`config.mk`:
```
export PLATFORM = sky130hd
export DESIGN_NAME = rv_core
export DESIGN_NICKNAME = d
export VERILOG_FILES = /design/src/rv32i_types_pkg.sv /design/src/rv32i_packet_pkg.sv /design/src/decode_stage.sv /design/src/reg_read_stage.sv /design/src/execute_stage.sv /design/src/commit_stage.sv /design/src/rv_core.sv
export SDC_FILE = /design/constraint.sdc
export NUM_CORES = 2
export LEC_CHECK = 0
export BUFFER_PORTS_ARGS = -buffer_cell sky130_fd_sc_hd__clkbuf_2
export CAP_MARGIN = 0
export CORE_MARGIN = 1.5
export CORE_UTILIZATION = 30
export CTS_CLUSTER_DIAMETER = 80
export DETAILED_ROUTE_END_ITERATION = 7
export HOLD_SLACK_MARGIN = 0.15
export MAX_ROUTING_LAYER = met4
export PLACE_DENSITY = 0.49
export SKIP_CTS_REPAIR_TIMING = 1
export SLEW_MARGIN = 20
export SYNTH_ARGS = -nofsm -noshare
export SYNTH_HDL_FRONTEND = slang
export SYNTH_SLANG_ARGS = --single-unit
```
`constraint.sdc`:
```
create_clock -name itf -period 5.7 [get_ports itf]
set_input_delay 0.57 -clock itf [delete_from_list [all_inputs] [get_ports itf]]
set_output_delay 0.57 -clock itf [all_outputs]
set_load 0.02 [all_outputs]
```
`src/rv32i_types_pkg.sv`:
```
`default_nettype none

package rv32i_types_pkg;

    // Major opcodes of RV32I, listed in full so anything outside the
    // ALU groups still decodes to a known name before it traps
    typedef enum logic [6:0] {
        op_load   = 7'b0000011,
        op_fence  = 7'b0001111,
        op_imm    = 7'b0010011,
        op_auipc  = 7'b0010111,
        op_store  = 7'b0100011,
        op_reg    = 7'b0110011,
        op_lui    = 7'b0110111,
        op_br     = 7'b1100011,
        op_jalr   = 7'b1100111,
        op_jal    = 7'b1101111,
        op_system = 7'b1110011
    } opcode_t;

    // funct3 of the ALU groups
    typedef enum logic [2:0] {
        f3_add_sub = 3'b000,
        f3_sll     = 3'b001,
        f3_slt     = 3'b010,
        f3_sltu    = 3'b011,
        f3_xor     = 3'b100,
        f3_shr     = 3'b101,
        f3_or      = 3'b110,
        f3_and     = 3'b111
    } funct3_t;

    // funct7 values, alt selects SUB and SRA / SRAI
    typedef enum logic [6:0] {
        f7_base = 7'b0000000,
        f7_alt  = 7'b0100000
    } funct7_t;

    // Internal ALU operation
    typedef enum logic [3:0] {
        alu_add,
        alu_sub,
        alu_sll,
        alu_slt,
        alu_sltu,
        alu_xor,
        alu_srl,
        alu_sra,
        alu_or,
        alu_and
    } alu_op_t;

    // R-type layout, overlays the whole instruction word
    typedef struct packed {
        logic [6:0] funct7;
        logic [4:0] rs2;
        logic [4:0] rs1;
        logic [2:0] funct3;
        logic [4:0] rd;
        opcode_t    opcode;
    } inst_fields_t;

    // Decoder output carried down the pipe
    typedef struct packed {
        logic [4:0]  rs1;
        logic [4:0]  rs2;
        logic [4:0]  rd;
        alu_op_t     alu_op;
        logic        use_imm;
        logic [31:0] imm;
        logic        writes_rd;
        logic        trap;
    } decoded_t;

endpackage

`default_nettype wire

```
`src/rv32i_packet_pkg.sv`:
```
`default_nettype none

package rv32i_packet_pkg;

    import rv32i_types_pkg::*;

    // Decode and read stage packet
    // Operand data stays zero until the read stage fills it in
    typedef struct packed {
        logic        valid;
        logic [31:0] inst;
        decoded_t    dcd;
        logic [31:0] rs1_data;
        logic [31:0] rs2_data;
    } read_pkt_t;

    // Execute stage packet, operands here are the forwarded ones
    typedef struct packed {
        read_pkt_t   pkt;
        logic [31:0] result;
    } exec_pkt_t;

    // Per-instruction retire report, RVFI style
    typedef struct packed {
        logic [63:0] order;
        logic [31:0] inst;
        logic        trap;
        logic [4:0]  rs1_addr;
        logic [4:0]  rs2_addr;
        logic [31:0] rs1_rdata;
        logic [31:0] rs2_rdata;
        logic [4:0]  rd_addr;
        logic [31:0] rd_wdata;
        logic        load_regfile;
    } commit_pkt_t;

    // Register file write port
    typedef struct packed {
        logic        en;
        logic [4:0]  addr;
        logic [31:0] data;
    } wb_t;

endpackage

`default_nettype wire

```
`src/decode_stage.sv`:
```
`default_nettype none
`timescale 1ns/1ps

module decode_stage
    import rv32i_types_pkg::*;
    import rv32i_packet_pkg::*;
#(
    parameter int REG_COUNT = 32
) (
    input  logic        itf,
    input  logic        arst_n,
    input  logic        inst_valid,
    input  logic [31:0] inst,
    output read_pkt_t   dec
);

    inst_fields_t f;
    decoded_t     d;
    logic         legal;
    logic         bad_reg;

    // Plain funct3 mapping, SUB and SRA are patched in afterwards
    function automatic alu_op_t base_op(input logic [2:0] funct3);
        case (funct3)
            f3_add_sub: return alu_add;
            f3_sll:     return alu_sll;
            f3_slt:     return alu_slt;
            f3_sltu:    return alu_sltu;
            f3_xor:     return alu_xor;
            f3_shr:     return alu_srl;
            f3_or:      return alu_or;
            default:    return alu_and;
        endcase
    endfunction

    always_comb begin
        f = inst_fields_t'(inst);
        d = '0;
        legal = 1'b1;
        d.rs1 = f.rs1;
        d.rs2 = f.rs2;
        d.rd = f.rd;
        // I immediate, sign bit is inst[31]
        d.imm = {{20{inst[31]}}, inst[31:20]};
        d.alu_op = base_op(f.funct3);
        case (f.opcode)
            op_reg: begin
                // Only ADD/SUB and SRL/SRA accept the alt funct7
                if (f.funct7 == f7_alt && f.funct3 == f3_add_sub) begin
                    d.alu_op = alu_sub;
                end else if (f.funct7 == f7_alt && f.funct3 == f3_shr) begin
                    d.alu_op = alu_sra;
                end else if (f.funct7 != f7_base) begin
                    legal = 1'b0;
                end
            end
            op_imm: begin
                d.use_imm = 1'b1;
                // No second source, report x0
                d.rs2 = '0;
                // Shift-immediates reuse funct7 as the upper imm bits
                if (f.funct3 == f3_sll && f.funct7 != f7_base) begin
                    legal = 1'b0;
                end else if (f.funct3 == f3_shr) begin
                    if (f.funct7 == f7_alt) begin
                        d.alu_op = alu_sra;
                    end else if (f.funct7 != f7_base) begin
                        legal = 1'b0;
                    end
                end
            end
            default: legal = 1'b0;
        endcase
        // RV32E builds have fewer registers
        bad_reg = (d.rs1 >= REG_COUNT) || (d.rs2 >= REG_COUNT) || (d.rd >= REG_COUNT);
        d.trap = !legal || bad_reg;
        // x0 is never written
        d.writes_rd = !d.trap && (d.rd != 5'd0);
    end

    // Stage register, bubbles go through as well
    always_ff @(posedge itf or negedge arst_n) begin
        if (!arst_n) begin
            dec <= '0;
        end else begin
            dec <= '{valid: inst_valid, inst: inst, dcd: d, rs1_data: '0, rs2_data: '0};
        end
    end

endmodule

`default_nettype wire

```
`src/reg_read_stage.sv`:
```
`default_nettype none
`timescale 1ns/1ps

module reg_read_stage
    import rv32i_packet_pkg::*;
#(
    parameter int REG_COUNT = 32
) (
    input  logic      itf,
    input  logic      arst_n,
    input  read_pkt_t dec,
    input  wb_t       wb,
    output read_pkt_t rd_pkt
);

    localparam int IDX_W = $clog2(REG_COUNT);

    logic [31:0] regs [REG_COUNT];
    logic [31:0] rs1_val;
    logic [31:0] rs2_val;

    // Read with bypass from the write landing on this same edge
    function automatic logic [31:0] read_reg(input logic [4:0] addr);
        logic [31:0] val;
        if (addr == 5'd0 || addr >= REG_COUNT) begin
            // x0, and indices past the file which only traps carry
            val = '0;
        end else if (wb.en && wb.addr == addr) begin
            val = wb.data;
        end else begin
            val = regs[addr[IDX_W-1:0]];
        end
        return val;
    endfunction

    // Register file, entry 0 is never written and stays zero
    always_ff @(posedge itf or negedge arst_n) begin
        if (!arst_n) begin
            for (int i = 0; i < REG_COUNT; i++) begin
                regs[i] <= '0;
            end
        end else if (wb.en && wb.addr != 5'd0 && wb.addr < REG_COUNT) begin
            regs[wb.addr[IDX_W-1:0]] <= wb.data;
        end
    end

    always_comb begin
        rs1_val = read_reg(dec.dcd.rs1);
        rs2_val = read_reg(dec.dcd.rs2);
    end

    // Operands travel with the decoded instruction
    always_ff @(posedge itf or negedge arst_n) begin
        if (!arst_n) begin
            rd_pkt <= '0;
        end else begin
            rd_pkt <= '{
                valid:    dec.valid,
                inst:     dec.inst,
                dcd:      dec.dcd,
                rs1_data: rs1_val,
                rs2_data: rs2_val
            };
        end
    end

endmodule

`default_nettype wire

```
`src/execute_stage.sv`:
```
`default_nettype none
`timescale 1ns/1ps

module execute_stage
    import rv32i_types_pkg::*;
    import rv32i_packet_pkg::*;
(
    input  logic      itf,
    input  logic      arst_n,
    input  read_pkt_t rd_pkt,
    output exec_pkt_t ex_pkt
);

    read_pkt_t   fwd_pkt;
    logic        fwd_rs1;
    logic        fwd_rs2;
    logic [31:0] op_a;
    logic [31:0] op_b;
    logic [31:0] alu_out;

    // Previous instruction still sits in ex_pkt and has not been written back
    // writes_rd is already low for rd == 0, so x0 never matches
    always_comb begin
        fwd_rs1 = ex_pkt.pkt.valid && ex_pkt.pkt.dcd.writes_rd
               && (ex_pkt.pkt.dcd.rd == rd_pkt.dcd.rs1);
        fwd_rs2 = ex_pkt.pkt.valid && ex_pkt.pkt.dcd.writes_rd
               && (ex_pkt.pkt.dcd.rd == rd_pkt.dcd.rs2);
    end

    // Forwarded values replace the read ones, also in the commit report
    always_comb begin
        fwd_pkt = rd_pkt;
        if (fwd_rs1) begin
            fwd_pkt.rs1_data = ex_pkt.result;
        end
        if (fwd_rs2) begin
            fwd_pkt.rs2_data = ex_pkt.result;
        end
    end

    assign op_a = fwd_pkt.rs1_data;
    // Immediate forms ignore rs2
    assign op_b = fwd_pkt.dcd.use_imm ? fwd_pkt.dcd.imm : fwd_pkt.rs2_data;

    // Shift amount is the low five bits of operand b
    always_comb begin
        case (fwd_pkt.dcd.alu_op)
            alu_add:  alu_out = op_a + op_b;
            alu_sub:  alu_out = op_a - op_b;
            alu_sll:  alu_out = op_a << op_b[4:0];
            alu_slt:  alu_out = {31'd0, $signed(op_a) < $signed(op_b)};
            alu_sltu: alu_out = {31'd0, op_a < op_b};
            alu_xor:  alu_out = op_a ^ op_b;
            alu_srl:  alu_out = op_a >> op_b[4:0];
            alu_sra:  alu_out = $unsigned($signed(op_a) >>> op_b[4:0]);
            alu_or:   alu_out = op_a | op_b;
            alu_and:  alu_out = op_a & op_b;
            default:  alu_out = '0;
        endcase
    end

    always_ff @(posedge itf or negedge arst_n) begin
        if (!arst_n) begin
            ex_pkt <= '0;
        end else begin
            ex_pkt <= '{pkt: fwd_pkt, result: alu_out};
        end
    end

endmodule

`default_nettype wire

```
`src/commit_stage.sv`:
```
`default_nettype none
`timescale 1ns/1ps

module commit_stage
    import rv32i_packet_pkg::*;
(
    input  logic        itf,
    input  logic        arst_n,
    input  exec_pkt_t   ex_pkt,
    output wb_t         wb,
    output logic        commit_valid,
    output commit_pkt_t commit
);

    logic        wr_en;
    logic [63:0] order_q;

    // Writeback goes straight from the execute register
    assign wr_en = ex_pkt.pkt.valid && ex_pkt.pkt.dcd.writes_rd;
    assign wb = '{en: wr_en, addr: ex_pkt.pkt.dcd.rd, data: ex_pkt.result};

    always_ff @(posedge itf or negedge arst_n) begin
        if (!arst_n) begin
            commit_valid <= 1'b0;
            commit <= '0;
            order_q <= '0;
        end else begin
            commit_valid <= ex_pkt.pkt.valid;
            // rd_wdata reads zero whenever nothing is written
            commit <= '{
                order:        order_q,
                inst:         ex_pkt.pkt.inst,
                trap:         ex_pkt.pkt.dcd.trap,
                rs1_addr:     ex_pkt.pkt.dcd.rs1,
                rs2_addr:     ex_pkt.pkt.dcd.rs2,
                rs1_rdata:    ex_pkt.pkt.rs1_data,
                rs2_rdata:    ex_pkt.pkt.rs2_data,
                rd_addr:      ex_pkt.pkt.dcd.rd,
                rd_wdata:     wr_en ? ex_pkt.result : 32'd0,
                load_regfile: wr_en
            };
            // Traps count as retired too
            if (ex_pkt.pkt.valid) begin
                order_q <= order_q + 64'd1;
            end
        end
    end

endmodule

`default_nettype wire

```
`src/rv_core.sv`:
```
`default_nettype none
`timescale 1ns/1ps

module rv_core
    import rv32i_packet_pkg::*;
#(
    // 32 for RV32I, 16 for RV32E
    parameter int REG_COUNT = 32
) (
    input  logic        itf,
    input  logic        arst_n,
    input  logic        inst_valid,
    input  logic [31:0] inst,
    output logic        commit_valid,
    output commit_pkt_t commit
);

    read_pkt_t dec_pkt;
    read_pkt_t rd_pkt;
    exec_pkt_t ex_pkt;
    wb_t       wb;

    decode_stage #(
        .REG_COUNT (REG_COUNT)
    ) decode0 (
        .itf        (itf),
        .arst_n     (arst_n),
        .inst_valid (inst_valid),
        .inst       (inst),
        .dec        (dec_pkt)
    );

    // Write port comes back from commit
    reg_read_stage #(
        .REG_COUNT (REG_COUNT)
    ) read0 (
        .itf    (itf),
        .arst_n (arst_n),
        .dec    (dec_pkt),
        .wb     (wb),
        .rd_pkt (rd_pkt)
    );

    execute_stage exec0 (
        .itf    (itf),
        .arst_n (arst_n),
        .rd_pkt (rd_pkt),
        .ex_pkt (ex_pkt)
    );

    commit_stage commit0 (
        .itf          (itf),
        .arst_n       (arst_n),
        .ex_pkt       (ex_pkt),
        .wb           (wb),
        .commit_valid (commit_valid),
        .commit       (commit)
    );

endmodule

`default_nettype wire

```
==> impl_results.md <==
- Run status: finished, final reports clean
- Met1 WL: 134,000 um
- Seq/Total Area, Yosys: 48.7%
- Setup TNS: 0 ns
- Die area: 273,000 um2
- Net count after synthesis: 6,147
- CTS buffer count: 176
- Post-layout minimum cycle time: 5.42 ns
- Power per Cell Area: 273 nW/um2
- Slew HR: 22.7%
- Fin util: 34.8%
- Port buffer count: 244
- # IOs: 245
- Post-DP HPWL: 197,000 um
- DRT antenna net count: 0
- First-pass GRT wire length: 432,000 um
- Vias per inst: 5.61
- Top Metal Used: met4
- Synth cell types: 93
- RSZ-0062 raised after global routing: false
- Crit path launch type: flop
- TritonCTS clock tree: done
- Cell count after synthesis: 6,012
- Design area: 93,200 um2
- Initial Util: 30.2%
- Crit path DAT: 6.12 ns
- Longest Clk Path Bufs: 3
- Vias: 55,200
- Met2 WL: 137,000 um
- WL per Instance: 30.4 um
- Setup violations, final: 0
- GRT Residual Overflow: 0
- Number of global-route vias before repair: 56,300
- Synthesized area per cell: 13.5 um2
- Crit Path Class: flop to flop
- Clock Latency Late Sink: 0.86 ns
- Pre-antenna DRT Iters: 7
- Max H-tree Level: 4
- Hold Path Stages: 0
- Crit path max fanout: 9
- Total track usage: 22.4%
- Reg2reg path depth: 19
- Met3 wire length: 18,300 um
- Die Y: 523 um
- Worst EP required: 6.40 ns
- Die Width: 523 um
- Initial DRC count: 5,068
- Post-DP Area: 86,900 um2
- Top FF cell, synth: dfrtp_1
- Worst slew pin tran: 1.15 ns
- HP Class: flop to flop
- Sink Count: 1,578
- Fin worst setup slack: 0.282 ns
- Syn. warnings: 0
- Post-synth EDFFs: 0
- Final RePlAce weighted congestion: 0.984
- Root Driver: clkbuf_16
- Final max-slew violation count: 0
- Async S/R FF share, synth: 100%
- Placeable core area: 268,000 um2
- Clock transition at path regs: 0.06 ns
- Drt total wl: 299,000 um
- Fraction of layout cells with a size suffix above 1: 39.6%
- Largest net degree at the start of global routing: 172
- Post-synthesis register bit count: 1,578
- Max Freq: 185 MHz
- Pre-CTS setup slack: 0.275 ns
- Synth Cell Area: 81,000 um2
- Initial antenna violation count: 14
- Clk_skew: 0.0442 ns
- DRC Markers: 0
- Max-cap violation count: 0
- CP Capture Type: flop
- Row count: 190
- Area Growth Syn to Fin: 15.1%
- Worst VDD drop: 0.294 mV
- Lkg Pwr: 42.4 nW
- Final Hold Viols: 0
- Final nets: 6,272
- Part of the cycle the worst path needs: 95.1%
## synthesized netlist by cell type, drive strengths merged, types with 54 or more instances
master / n / area (um2)
ha: 98 / 1230
buf: 112 / 520
a211oi: 129 / 968
inv: 108 / 405
dfrtp: 1578 / 39500
clkbuf: 477 / 1790
mux4: 607 / 13700
nor2: 262 / 993
mux2i: 154 / 1550
nor3: 54 / 275
a21oi: 158 / 791
mux2: 1012 / 11400
nand2: 288 / 1090
o211ai: 57 / 428
nand3: 105 / 526
o21ai: 166 / 831
xnor2: 69 / 638
## metrics by stage
stage	instances	hold WS [ns]	power (mW)
4_1_cts	9798	-0.238	25.8
3_3_place_gp	9477	0.331	13.8
3_5_place_dp	9477	0.335	13.8
5_1_grt	9837	0.342	26.4
6_report	9841	0.337	25.5
2_1_floorplan	6012	0.274	12.8
## path summary, 6_finish.rpt
check,slack (ns),from,endpoint
setup / recovery,0.28,exec0.ex_pkt[160]$_DFF_PN0_,exec0.ex_pkt[30]$_DFF_PN0_
hold / removal,0.34,exec0.ex_pkt[94]$_DFF_PN0_,commit0.commit[100]$_DFF_PN0_
setup reg to reg,0.28,exec0.ex_pkt[160]$_DFF_PN0_,exec0.ex_pkt[30]$_DFF_PN0_
hold reg to reg,0.34,exec0.ex_pkt[94]$_DFF_PN0_,commit0.commit[100]$_DFF_PN0_
max in group asynchronous,3.64,arst_n,commit0.commit[10]$_DFF_PN0_
min in group asynchronous,0.40,arst_n,commit0.commit[81]$_DFF_PN0_
## metal layers
layer,GRT usage [%],vias up
met2,34.0,2079
met1,30.6,29700
met5,-,-
li1,-,22900
met3,3.69,483
met4,7.11,0
## where the power goes
part	internal, mW	switching, mW	total [mW]
Clock	6.83	5.00	11.8
Sequential	11.4	0.261	11.6
Combinational	0.595	1.43	2.02
## logic make-up after synthesis
group                      share of synthesized area (%)
muxes                                               32.9
DFF                                                 48.7
and+or+nand+nor                                     5.42
AOI/OAI and AO/OA                                   7.01
buffers and inverters                               3.37
adders and majority gates                           1.56
xor gates and xnor gates                            1.05
## worst max-delay path, stage by stage (launching register included)
cell,delay (ns)
dfrtp_1,0.44
buf_4,0.18
xnor2_4,0.15
and4_1,0.24
nand2_2,0.20
buf_4,0.25
mux2_2,0.36
mux2_2,0.28
ha_1,0.41
inv_1,0.16
o211ai_1,0.12
a21oi_1,0.14
o22a_1,0.25
o31ai_1,0.48
o31ai_1,0.14
buf_4,0.18
a211oi_1,0.38
o21bai_1,0.11
mux2_2,0.28
or4b_1,0.50
## layout make-up
cell class                 instances  area (um2)
sequential                      1578       39500
fill                           26000      175000
tap                             3552        4440
antenna                            9        22.5
clock buffer                     244        5010
clock inverter                    77         982
multi-input combinational       3734       39000
inverter                         111         418
timing repair buffer             536        3780
## layout by cell type (no fill, tap or decap), types with 98 or more instances in the layout
cell type,Yosys,final
mux4_2,607,607
buf_4,13,237
clkbuf_16,0,177
a211oi_1,129,128
dfrtp_1,1578,1566
o21ai_0,161,160
ha_1,98,98
mux2_2,1010,1010
nand3_1,105,104
a21oi_1,158,158
clkbuf_2,0,243
nor2_1,260,241
inv_1,105,104
mux2i_1,153,153
nand2_1,285,269
## sequential cells by signal, summed over array words and instances, names as in the netlist
signal / count
commit0.commit: 199
commit0.commit_valid: 1
commit0.order_q: 64
decode0.dec: 45
exec0.ex_pkt: 136
read0.rd_pkt: 109
read0.regs: 1024
Note: power is estimated with default switching activity, not from simulation.
